==> src/hdl/boot_pkg.sv <==
// Fixed 32-bit physical address and 64-bit data; config addresses must match the controller map
package boot_pkg;

   typedef logic [31:0] addr_t;
   typedef logic [63:0] data_t;

   // Only writes are issued on the boot path
   typedef enum logic {
      MEM_WR = 1'b0,
      MEM_RD = 1'b1
   } mem_op_e;

   // Shared by commands and responses
   typedef struct packed {
      mem_op_e op;
      addr_t   addr;
      data_t   data;
   } mem_msg_t;

   typedef enum logic [1:0] {
      NBF_WRITE  = 2'd0,
      NBF_FENCE  = 2'd1,
      NBF_FINISH = 2'd2
   } nbf_op_e;

   // One boot image record as delivered by the host
   typedef struct packed {
      nbf_op_e op;
      addr_t   addr;
      data_t   data;
   } nbf_rec_t;

   // Coherence controller configuration space
   localparam addr_t CFG_FREEZE_ADDR     = 32'h0020_0008;
   localparam addr_t CFG_CORE_ID_ADDR    = 32'h0020_0010;

   // Entry k of the instruction RAM sits at base + 8*k
   localparam addr_t CFG_INSTR_BASE_ADDR = 32'h0020_8000;

endpackage

==> src/hdl/cfg_loader.sv <==
// Issues one config write at a time and needs exactly one in-order response per write
`timescale 1ns/1ps

module cfg_loader #(
   parameter int CORE_ID       = 0,
   parameter int INSTR_RAM_ELS = 8,
   parameter int SKIP_INIT     = 0
) (
   input  logic               clk_i,
   input  logic               rst_n_i,

   output boot_pkg::mem_msg_t cfg_cmd_o,
   output logic               cfg_cmd_v_o,
   input  logic               cfg_cmd_ready_i,

   input  boot_pkg::mem_msg_t cfg_resp_i,
   input  logic               cfg_resp_v_i,
   output logic               cfg_resp_ready_o,

   output logic               cfg_done_o
);
   import boot_pkg::*;

   // Freeze and core id, then the optional instruction RAM clear
   localparam int NUM_CMDS = 2 + ((SKIP_INIT != 0) ? 0 : INSTR_RAM_ELS);
   localparam int CNT_W    = $clog2(NUM_CMDS);

   typedef enum logic [1:0] {
      CFG_SEND,
      CFG_WAIT_RESP,
      CFG_DONE
   } cfg_state_e;

   cfg_state_e       state_r;
   logic [CNT_W-1:0] entry_cnt_r;
   logic [CNT_W-1:0] ram_idx;
   logic             last_entry;
   addr_t            cmd_addr;
   data_t            cmd_data;

   assign ram_idx    = entry_cnt_r - CNT_W'(2);
   assign last_entry = (entry_cnt_r == CNT_W'(NUM_CMDS - 1));

   always_comb
   begin
      if (entry_cnt_r == '0)
      begin
         cmd_addr = CFG_FREEZE_ADDR;
         cmd_data = data_t'(1);
      end
      else if (entry_cnt_r == CNT_W'(1))
      begin
         cmd_addr = CFG_CORE_ID_ADDR;
         cmd_data = data_t'(CORE_ID);
      end
      else
      begin
         cmd_addr = CFG_INSTR_BASE_ADDR + (addr_t'(ram_idx) << 3);
         cmd_data = '0;
      end
   end

   assign cfg_cmd_o        = '{op: MEM_WR, addr: cmd_addr, data: cmd_data};
   assign cfg_cmd_v_o      = (state_r == CFG_SEND);
   assign cfg_resp_ready_o = (state_r == CFG_WAIT_RESP);
   assign cfg_done_o       = (state_r == CFG_DONE);

   always_ff @(posedge clk_i or negedge rst_n_i)
   begin
      if (!rst_n_i)
      begin
         state_r     <= CFG_SEND;
         entry_cnt_r <= '0;
      end
      else
      begin
         case (state_r)
            CFG_SEND:
            begin
               if (cfg_cmd_ready_i)
                  state_r <= CFG_WAIT_RESP;
            end
            CFG_WAIT_RESP:
            begin
               if (cfg_resp_v_i)
               begin
                  if (last_entry)
                     state_r <= CFG_DONE;
                  else
                  begin
                     state_r     <= CFG_SEND;
                     entry_cnt_r <= entry_cnt_r + CNT_W'(1);
                  end
               end
            end
            default:
               state_r <= CFG_DONE;
         endcase
      end
   end

   // A response is only legal for the single write in flight
   a_resp_expected: assert property (@(posedge clk_i) disable iff (!rst_n_i)
      cfg_resp_v_i |-> (state_r == CFG_WAIT_RESP));

endmodule

==> src/hdl/nbf_loader.sv <==
// Holds one record at a time; responses must come back one per write, data is not inspected
`timescale 1ns/1ps

module nbf_loader #(
   parameter int MAX_OUTSTANDING = 4
) (
   input  logic               clk_i,
   input  logic               rst_n_i,

   input  boot_pkg::nbf_rec_t nbf_rec_i,
   input  logic               nbf_v_i,
   output logic               nbf_ready_o,

   output boot_pkg::mem_msg_t nbf_cmd_o,
   output logic               nbf_cmd_v_o,
   input  logic               nbf_cmd_ready_i,

   input  boot_pkg::mem_msg_t nbf_resp_i,
   input  logic               nbf_resp_v_i,
   output logic               nbf_resp_ready_o,

   output logic               nbf_done_o
);
   import boot_pkg::*;

   localparam int CNT_W = $clog2(MAX_OUTSTANDING + 1);

   nbf_rec_t         rec_r;
   logic             rec_v_r;
   logic [CNT_W-1:0] cnt_r;
   logic             done_r;

   logic             rec_fire;
   logic             cmd_fire;
   logic             resp_fire;
   logic             cnt_zero;
   logic             cnt_full;
   logic             sync_retire;

   assign cnt_zero = (cnt_r == '0);
   assign cnt_full = (cnt_r == CNT_W'(MAX_OUTSTANDING));

   // Take a record only while the command port is granted and open
   assign nbf_ready_o = !rec_v_r && !done_r && nbf_cmd_ready_i;
   assign rec_fire    = nbf_v_i && nbf_ready_o;

   assign nbf_cmd_o   = '{op: MEM_WR, addr: rec_r.addr, data: rec_r.data};
   assign nbf_cmd_v_o = rec_v_r && (rec_r.op == NBF_WRITE) && !cnt_full;
   assign cmd_fire    = nbf_cmd_v_o && nbf_cmd_ready_i;

   assign nbf_resp_ready_o = 1'b1;
   assign resp_fire        = nbf_resp_v_i;

   // Fence and finish drain every write before retiring
   assign sync_retire = rec_v_r && (rec_r.op != NBF_WRITE) && cnt_zero;

   assign nbf_done_o = done_r;

   always_ff @(posedge clk_i)
   begin
      if (rec_fire)
         rec_r <= nbf_rec_i;
   end

   always_ff @(posedge clk_i or negedge rst_n_i)
   begin
      if (!rst_n_i)
      begin
         rec_v_r <= 1'b0;
         cnt_r   <= '0;
         done_r  <= 1'b0;
      end
      else
      begin
         if (rec_fire)
            rec_v_r <= 1'b1;
         else if (cmd_fire || sync_retire)
            rec_v_r <= 1'b0;

         if (sync_retire && (rec_r.op == NBF_FINISH))
            done_r <= 1'b1;

         if (cmd_fire && !resp_fire)
            cnt_r <= cnt_r + CNT_W'(1);
         else if (resp_fire && !cmd_fire)
            cnt_r <= cnt_r - CNT_W'(1);
      end
   end

   a_cnt_max: assert property (@(posedge clk_i) disable iff (!rst_n_i)
      cnt_r <= CNT_W'(MAX_OUTSTANDING));

   // Responses trail the io port, so none can come back with nothing in flight
   a_cnt_underflow: assert property (@(posedge clk_i) disable iff (!rst_n_i)
      nbf_resp_v_i |-> !cnt_zero);

endmodule

==> src/hdl/load_arbiter.sv <==
// Config side owns the port until cfg_done_i; assumes no config command is in flight at the switch
`timescale 1ns/1ps

module load_arbiter (
   input  logic               clk_i,
   input  logic               rst_n_i,
   input  logic               cfg_done_i,

   input  boot_pkg::mem_msg_t cfg_cmd_i,
   input  logic               cfg_cmd_v_i,
   output logic               cfg_cmd_ready_o,
   output boot_pkg::mem_msg_t cfg_resp_o,
   output logic               cfg_resp_v_o,
   input  logic               cfg_resp_ready_i,

   input  boot_pkg::mem_msg_t nbf_cmd_i,
   input  logic               nbf_cmd_v_i,
   output logic               nbf_cmd_ready_o,
   output boot_pkg::mem_msg_t nbf_resp_o,
   output logic               nbf_resp_v_o,
   input  logic               nbf_resp_ready_i,

   output boot_pkg::mem_msg_t io_cmd_o,
   output logic               io_cmd_v_o,
   input  logic               io_cmd_ready_i,
   input  boot_pkg::mem_msg_t io_resp_i,
   input  logic               io_resp_v_i,
   output logic               io_resp_ready_o
);
   import boot_pkg::*;

   mem_msg_t hold_r;
   logic     hold_v_r;
   logic     hold_ready;
   mem_msg_t sel_cmd;
   logic     sel_v;
   logic     hold_load;

   assign hold_ready = !hold_v_r || io_cmd_ready_i;

   assign sel_cmd = cfg_done_i ? nbf_cmd_i : cfg_cmd_i;
   assign sel_v   = cfg_done_i ? nbf_cmd_v_i : cfg_cmd_v_i;

   assign cfg_cmd_ready_o = !cfg_done_i && hold_ready;
   assign nbf_cmd_ready_o = cfg_done_i && hold_ready;

   assign hold_load = sel_v && hold_ready;

   always_ff @(posedge clk_i)
   begin
      if (hold_load)
         hold_r <= sel_cmd;
   end

   always_ff @(posedge clk_i or negedge rst_n_i)
   begin
      if (!rst_n_i)
         hold_v_r <= 1'b0;
      else if (hold_ready)
         hold_v_r <= sel_v;
   end

   assign io_cmd_o   = hold_r;
   assign io_cmd_v_o = hold_v_r;

   // Responses follow the same selection as commands
   assign cfg_resp_o      = io_resp_i;
   assign nbf_resp_o      = io_resp_i;
   assign cfg_resp_v_o    = !cfg_done_i && io_resp_v_i;
   assign nbf_resp_v_o    = cfg_done_i && io_resp_v_i;
   assign io_resp_ready_o = cfg_done_i ? nbf_resp_ready_i : cfg_resp_ready_i;

   a_io_cmd_stable: assert property (@(posedge clk_i) disable iff (!rst_n_i)
      (io_cmd_v_o && !io_cmd_ready_i) |=> (io_cmd_v_o && $stable(io_cmd_o)));

endmodule

==> src/hdl/boot_loader_top.sv <==
// One host command port; every io command must get exactly one response, in order
`timescale 1ns/1ps

module boot_loader_top #(
   parameter int CORE_ID         = 0,
   parameter int INSTR_RAM_ELS   = 8,
   parameter int SKIP_INIT       = 0,
   parameter int MAX_OUTSTANDING = 4
) (
   input  logic               clk_i,
   input  logic               rst_n_i,

   input  boot_pkg::nbf_rec_t nbf_rec_i,
   input  logic               nbf_v_i,
   output logic               nbf_ready_o,

   output boot_pkg::mem_msg_t io_cmd_o,
   output logic               io_cmd_v_o,
   input  logic               io_cmd_ready_i,

   input  boot_pkg::mem_msg_t io_resp_i,
   input  logic               io_resp_v_i,
   output logic               io_resp_ready_o,

   output logic               done_o
);
   import boot_pkg::*;

   mem_msg_t cfg_cmd;
   logic     cfg_cmd_v;
   logic     cfg_cmd_ready;
   mem_msg_t cfg_resp;
   logic     cfg_resp_v;
   logic     cfg_resp_ready;
   logic     cfg_done;

   mem_msg_t nbf_cmd;
   logic     nbf_cmd_v;
   logic     nbf_cmd_ready;
   mem_msg_t nbf_resp;
   logic     nbf_resp_v;
   logic     nbf_resp_ready;
   logic     nbf_done;

   cfg_loader #(
      .CORE_ID       (CORE_ID),
      .INSTR_RAM_ELS (INSTR_RAM_ELS),
      .SKIP_INIT     (SKIP_INIT)
   ) i_cfg_loader (
      .clk_i            (clk_i),
      .rst_n_i          (rst_n_i),
      .cfg_cmd_o        (cfg_cmd),
      .cfg_cmd_v_o      (cfg_cmd_v),
      .cfg_cmd_ready_i  (cfg_cmd_ready),
      .cfg_resp_i       (cfg_resp),
      .cfg_resp_v_i     (cfg_resp_v),
      .cfg_resp_ready_o (cfg_resp_ready),
      .cfg_done_o       (cfg_done)
   );

   nbf_loader #(
      .MAX_OUTSTANDING (MAX_OUTSTANDING)
   ) i_nbf_loader (
      .clk_i            (clk_i),
      .rst_n_i          (rst_n_i),
      .nbf_rec_i        (nbf_rec_i),
      .nbf_v_i          (nbf_v_i),
      .nbf_ready_o      (nbf_ready_o),
      .nbf_cmd_o        (nbf_cmd),
      .nbf_cmd_v_o      (nbf_cmd_v),
      .nbf_cmd_ready_i  (nbf_cmd_ready),
      .nbf_resp_i       (nbf_resp),
      .nbf_resp_v_i     (nbf_resp_v),
      .nbf_resp_ready_o (nbf_resp_ready),
      .nbf_done_o       (nbf_done)
   );

   load_arbiter i_load_arbiter (
      .clk_i            (clk_i),
      .rst_n_i          (rst_n_i),
      .cfg_done_i       (cfg_done),
      .cfg_cmd_i        (cfg_cmd),
      .cfg_cmd_v_i      (cfg_cmd_v),
      .cfg_cmd_ready_o  (cfg_cmd_ready),
      .cfg_resp_o       (cfg_resp),
      .cfg_resp_v_o     (cfg_resp_v),
      .cfg_resp_ready_i (cfg_resp_ready),
      .nbf_cmd_i        (nbf_cmd),
      .nbf_cmd_v_i      (nbf_cmd_v),
      .nbf_cmd_ready_o  (nbf_cmd_ready),
      .nbf_resp_o       (nbf_resp),
      .nbf_resp_v_o     (nbf_resp_v),
      .nbf_resp_ready_i (nbf_resp_ready),
      .io_cmd_o         (io_cmd_o),
      .io_cmd_v_o       (io_cmd_v_o),
      .io_cmd_ready_i   (io_cmd_ready_i),
      .io_resp_i        (io_resp_i),
      .io_resp_v_i      (io_resp_v_i),
      .io_resp_ready_o  (io_resp_ready_o)
   );

   // Both done flags are sticky until reset
   assign done_o = cfg_done && nbf_done;

endmodule

==> config.mk <==
export PLATFORM = sky130hd
export DESIGN_NAME = boot_loader_top
export DESIGN_NICKNAME = d
export VERILOG_FILES = /design/src/hdl/boot_pkg.sv /design/src/hdl/cfg_loader.sv /design/src/hdl/nbf_loader.sv /design/src/hdl/load_arbiter.sv /design/src/hdl/boot_loader_top.sv
export SDC_FILE = /design/constraint.sdc
export NUM_CORES = 1
export LEC_CHECK = 0
export ABC_AREA = 0
export BUFFER_PORTS_ARGS = -buffer_cell sky130_fd_sc_hd__buf_2
export CAP_MARGIN = 20
export CORE_UTILIZATION = 45
export DETAILED_ROUTE_END_ITERATION = 16
export PLACE_DENSITY = 0.85
export SYNTH_ARGS = -nofsm -noshare
export SYNTH_HDL_FRONTEND = slang
export SYNTH_SLANG_ARGS = --single-unit
==> constraint.sdc <==
create_clock -name clk_i -period 4.4 [get_ports clk_i]
set_input_delay 0.44 -clock clk_i [delete_from_list [all_inputs] [get_ports clk_i]]
set_output_delay 0.44 -clock clk_i [all_outputs]
set_load 0.03 [all_outputs]
==> run metrics <==
routed vias=3,957; kind of critical path=register to register; Synthesized Nets=600; share of the synthesized area in the top cell type=79.6%; CP Max Fanout=60; sequential area share after synthesis=83.7%; total congestion overflow=0; maximum vdd ir drop=0.000433 V; CTS sink cnt=206; number of remaining DRC errors=0; number of global-route vias before repair=3,943; worst setup margin=1.34 ns; Placer Congestion=0.720; hold path depth=1; PortBufs=202; DR iter-0 viols=214; Clock Pin Slew Worst Setup and Hold Paths=0.06 ns; cell area after synthesis=7320 um2; Cells after DPL=798; setup repair bufs after CTS=0; antenna viol nets, final=0; Synth async-reset ratio=5.83%; DIE WIDTH=130 um; Initial Util=46.1%; Reg2Reg Depth=10; nets=817; Clock Latency Late Sink=0.49 ns; R2R setup slack=1.34 ns; worst hold path class=input pin to register; Post-Route WL=13,600 um; Period minus WS final=3.06 ns; Slew headroom=40.4%; crit path DAT=3.47 ns; Place WS=1.29 ns; most frequent cells in the layout=buf_2 (202), edfxtp_1 (194), and2_1 (90), clkbuf_16 (23), dfrtp_1 (12); clk buf depth=3; Finished Layout Cells=838; via density per instance=4.72; number of CTS-inserted buffers=22; Most used DFF post-synth=edfxtp_1; core area=15,900 um2; Syn Inst Count=390; Setup TNS Final=0 ns; first-pass GRT wire length=20,000 um; CTS tree=yes; Hold-fix buffers, CTS=1; Req. time, crit path=4.81 ns; number of synthesized register bits=206; Yosys top cell by area=edfxtp_1; Die ar.=16,800 um2; clk_skew=0.0109 ns; max-slew violation count=0; Clock Tree Root=clkbuf_16; fmax=0.327 GHz; # IOs=301; Total GRT Usage=15.6%; Avg WL per Cell=16.2 um; measured slew at the worst slew-check pin=0.893 ns; fin util=58.2%; Synth area leaders=edfxtp_1 (80%), and2_1 (7.8%), dfrtp_1 (4.1%), ha_1 (1.5%), nand2_1 (0.62%); initial antenna violation count=1; post_cts resized=0; Leak=0.00360 uW; Worst setup EP type=register; MaxCap Viol Count=0; status=complete, no violations; Area Growth Syn to Fin=26.3%; H-tree depth=1; RSZ-0062 raised after global routing=no; Yosys warnings=0; DP HPWL=9220 um; EDFF count, synth=194; Synth cell types=36; startpoint types=register; setup violators final=0; fin crit share=69.6%; die height=130 um; largest net degree at the start of global routing=61; Hold Vio Cnt, Final=0; Syn Area/Cell=18.8 um2; DRT Pass-1 Iters=6; num rows=46; power per standard cell area=730 nW/um2; layout cells sized above 1=38.6%; commonest non-fill, non-tap cell in the layout=buf_2
[cell usage after synthesis, types with 2 or more instances]
cell	number
dfrtp_1	12
buf_4	2
o21ai_0	8
a21o_1	2
nand2_1	12
inv_1	9
nor3_1	2
a21boi_0	2
nand2b_1	4
edfxtp_1	194
buf_2	5
xnor2_1	4
nor2_1	5
a21oi_1	2
nand3_1	2
ha_1	9
xor2_1	3
clkbuf_1	5
and2_1	91
[metrics by stage]
stage / cell area, um2 / hold slack (ns) / total power (uW)
after detailed placement: 8590 / 0.336 / 5170
after floorplan: 7320 / 0.144 / 4560
final: 9240 / 0.121 / 6740
after CTS: 9240 / 0.0992 / 6820
after global placement: 8590 / 0.326 / 5080
after global routing: 9240 / 0.0974 / 7070
[final timing paths]
kind,from,end
min,nbf_rec_i[96],i_nbf_loader.rec_r[96]$_DFFE_PP_
min in group asynchronous,rst_n_i,i_load_arbiter.io_cmd_v_o$_DFFE_PN0N_
min reg2reg,i_nbf_loader.cnt_r[2]$_DFFE_PN0P_,i_nbf_loader.cnt_r[2]$_DFFE_PN0P_
max reg2reg,i_cfg_loader.state_r[0]$_DFFE_PN0P_,i_nbf_loader.cnt_r[2]$_DFFE_PN0P_
max,i_cfg_loader.state_r[0]$_DFFE_PN0P_,i_nbf_loader.cnt_r[2]$_DFFE_PN0P_
max in group asynchronous,rst_n_i,i_cfg_loader.entry_cnt_r[2]$_DFFE_PN0P_
[power by group]
group | switching [uW] | internal, uW | total (uW)
Clock | 685 | 950 | 1630
Combinational | 1480 | 589 | 2060
Sequential | 168 | 2880 | 3040
Total | 2330 | 4420 | 6740
[metal layers]
layer  wire [um]  part of all wire [%]  vias up  GRT usage (%)
li1            -                     -     1848              -
met1        5690                    42     1910           19.6
met2        6490                    48      165           26.1
met3         996                   7.3       34           4.17
met4         386                   2.8        0           6.02
met5           0                     0        -              0
[kinds of logic after synthesis]
group                    synth area share (%)
flip-flops                               83.7
AND/OR/NAND/NOR                          10.2
buffers and inverters                    1.42
AO/OA/AOI/OAI                            1.81
adder cells (fa/ha/maj)                  1.81
XOR/XNOR                                0.838
other                                  0.0512
multiplexers                            0.154
[cell type report]
type,count,area [um2]
antenna,1,2.50
timing repair buffer,206,1070
fill,1222,6640
inverter,9,33.8
multi-input combinational,162,1100
sequential,206,6130
clock inverter,9,42.5
tap,216,270
clock buffer,29,598
[critical path, cell delays in order (launching register included)]
cell     delay [ns]
dfrtp_1        0.38
inv_1          0.11
ha_2           0.77
nand4_1        0.43
inv_1          0.15
ha_1           0.20
inv_1          0.07
fa_1           0.44
xor2_1         0.15
nor2_1         0.11
xor2_1         0.15
[sequential cells by signal, indices dropped and copies added, names as in the netlist]
signal,count
i_nbf_loader.rec_r,2
i_nbf_loader.nbf_cmd_o,96
i_cfg_loader.entry_cnt_r,4
i_load_arbiter.io_cmd_o,96
i_nbf_loader.nbf_done_o,1
i_nbf_loader.rec_v_r,1
i_cfg_loader.state_r,2
i_load_arbiter.io_cmd_v_o,1
i_nbf_loader.cnt_r,3
(Power assumes the default switching activity.)
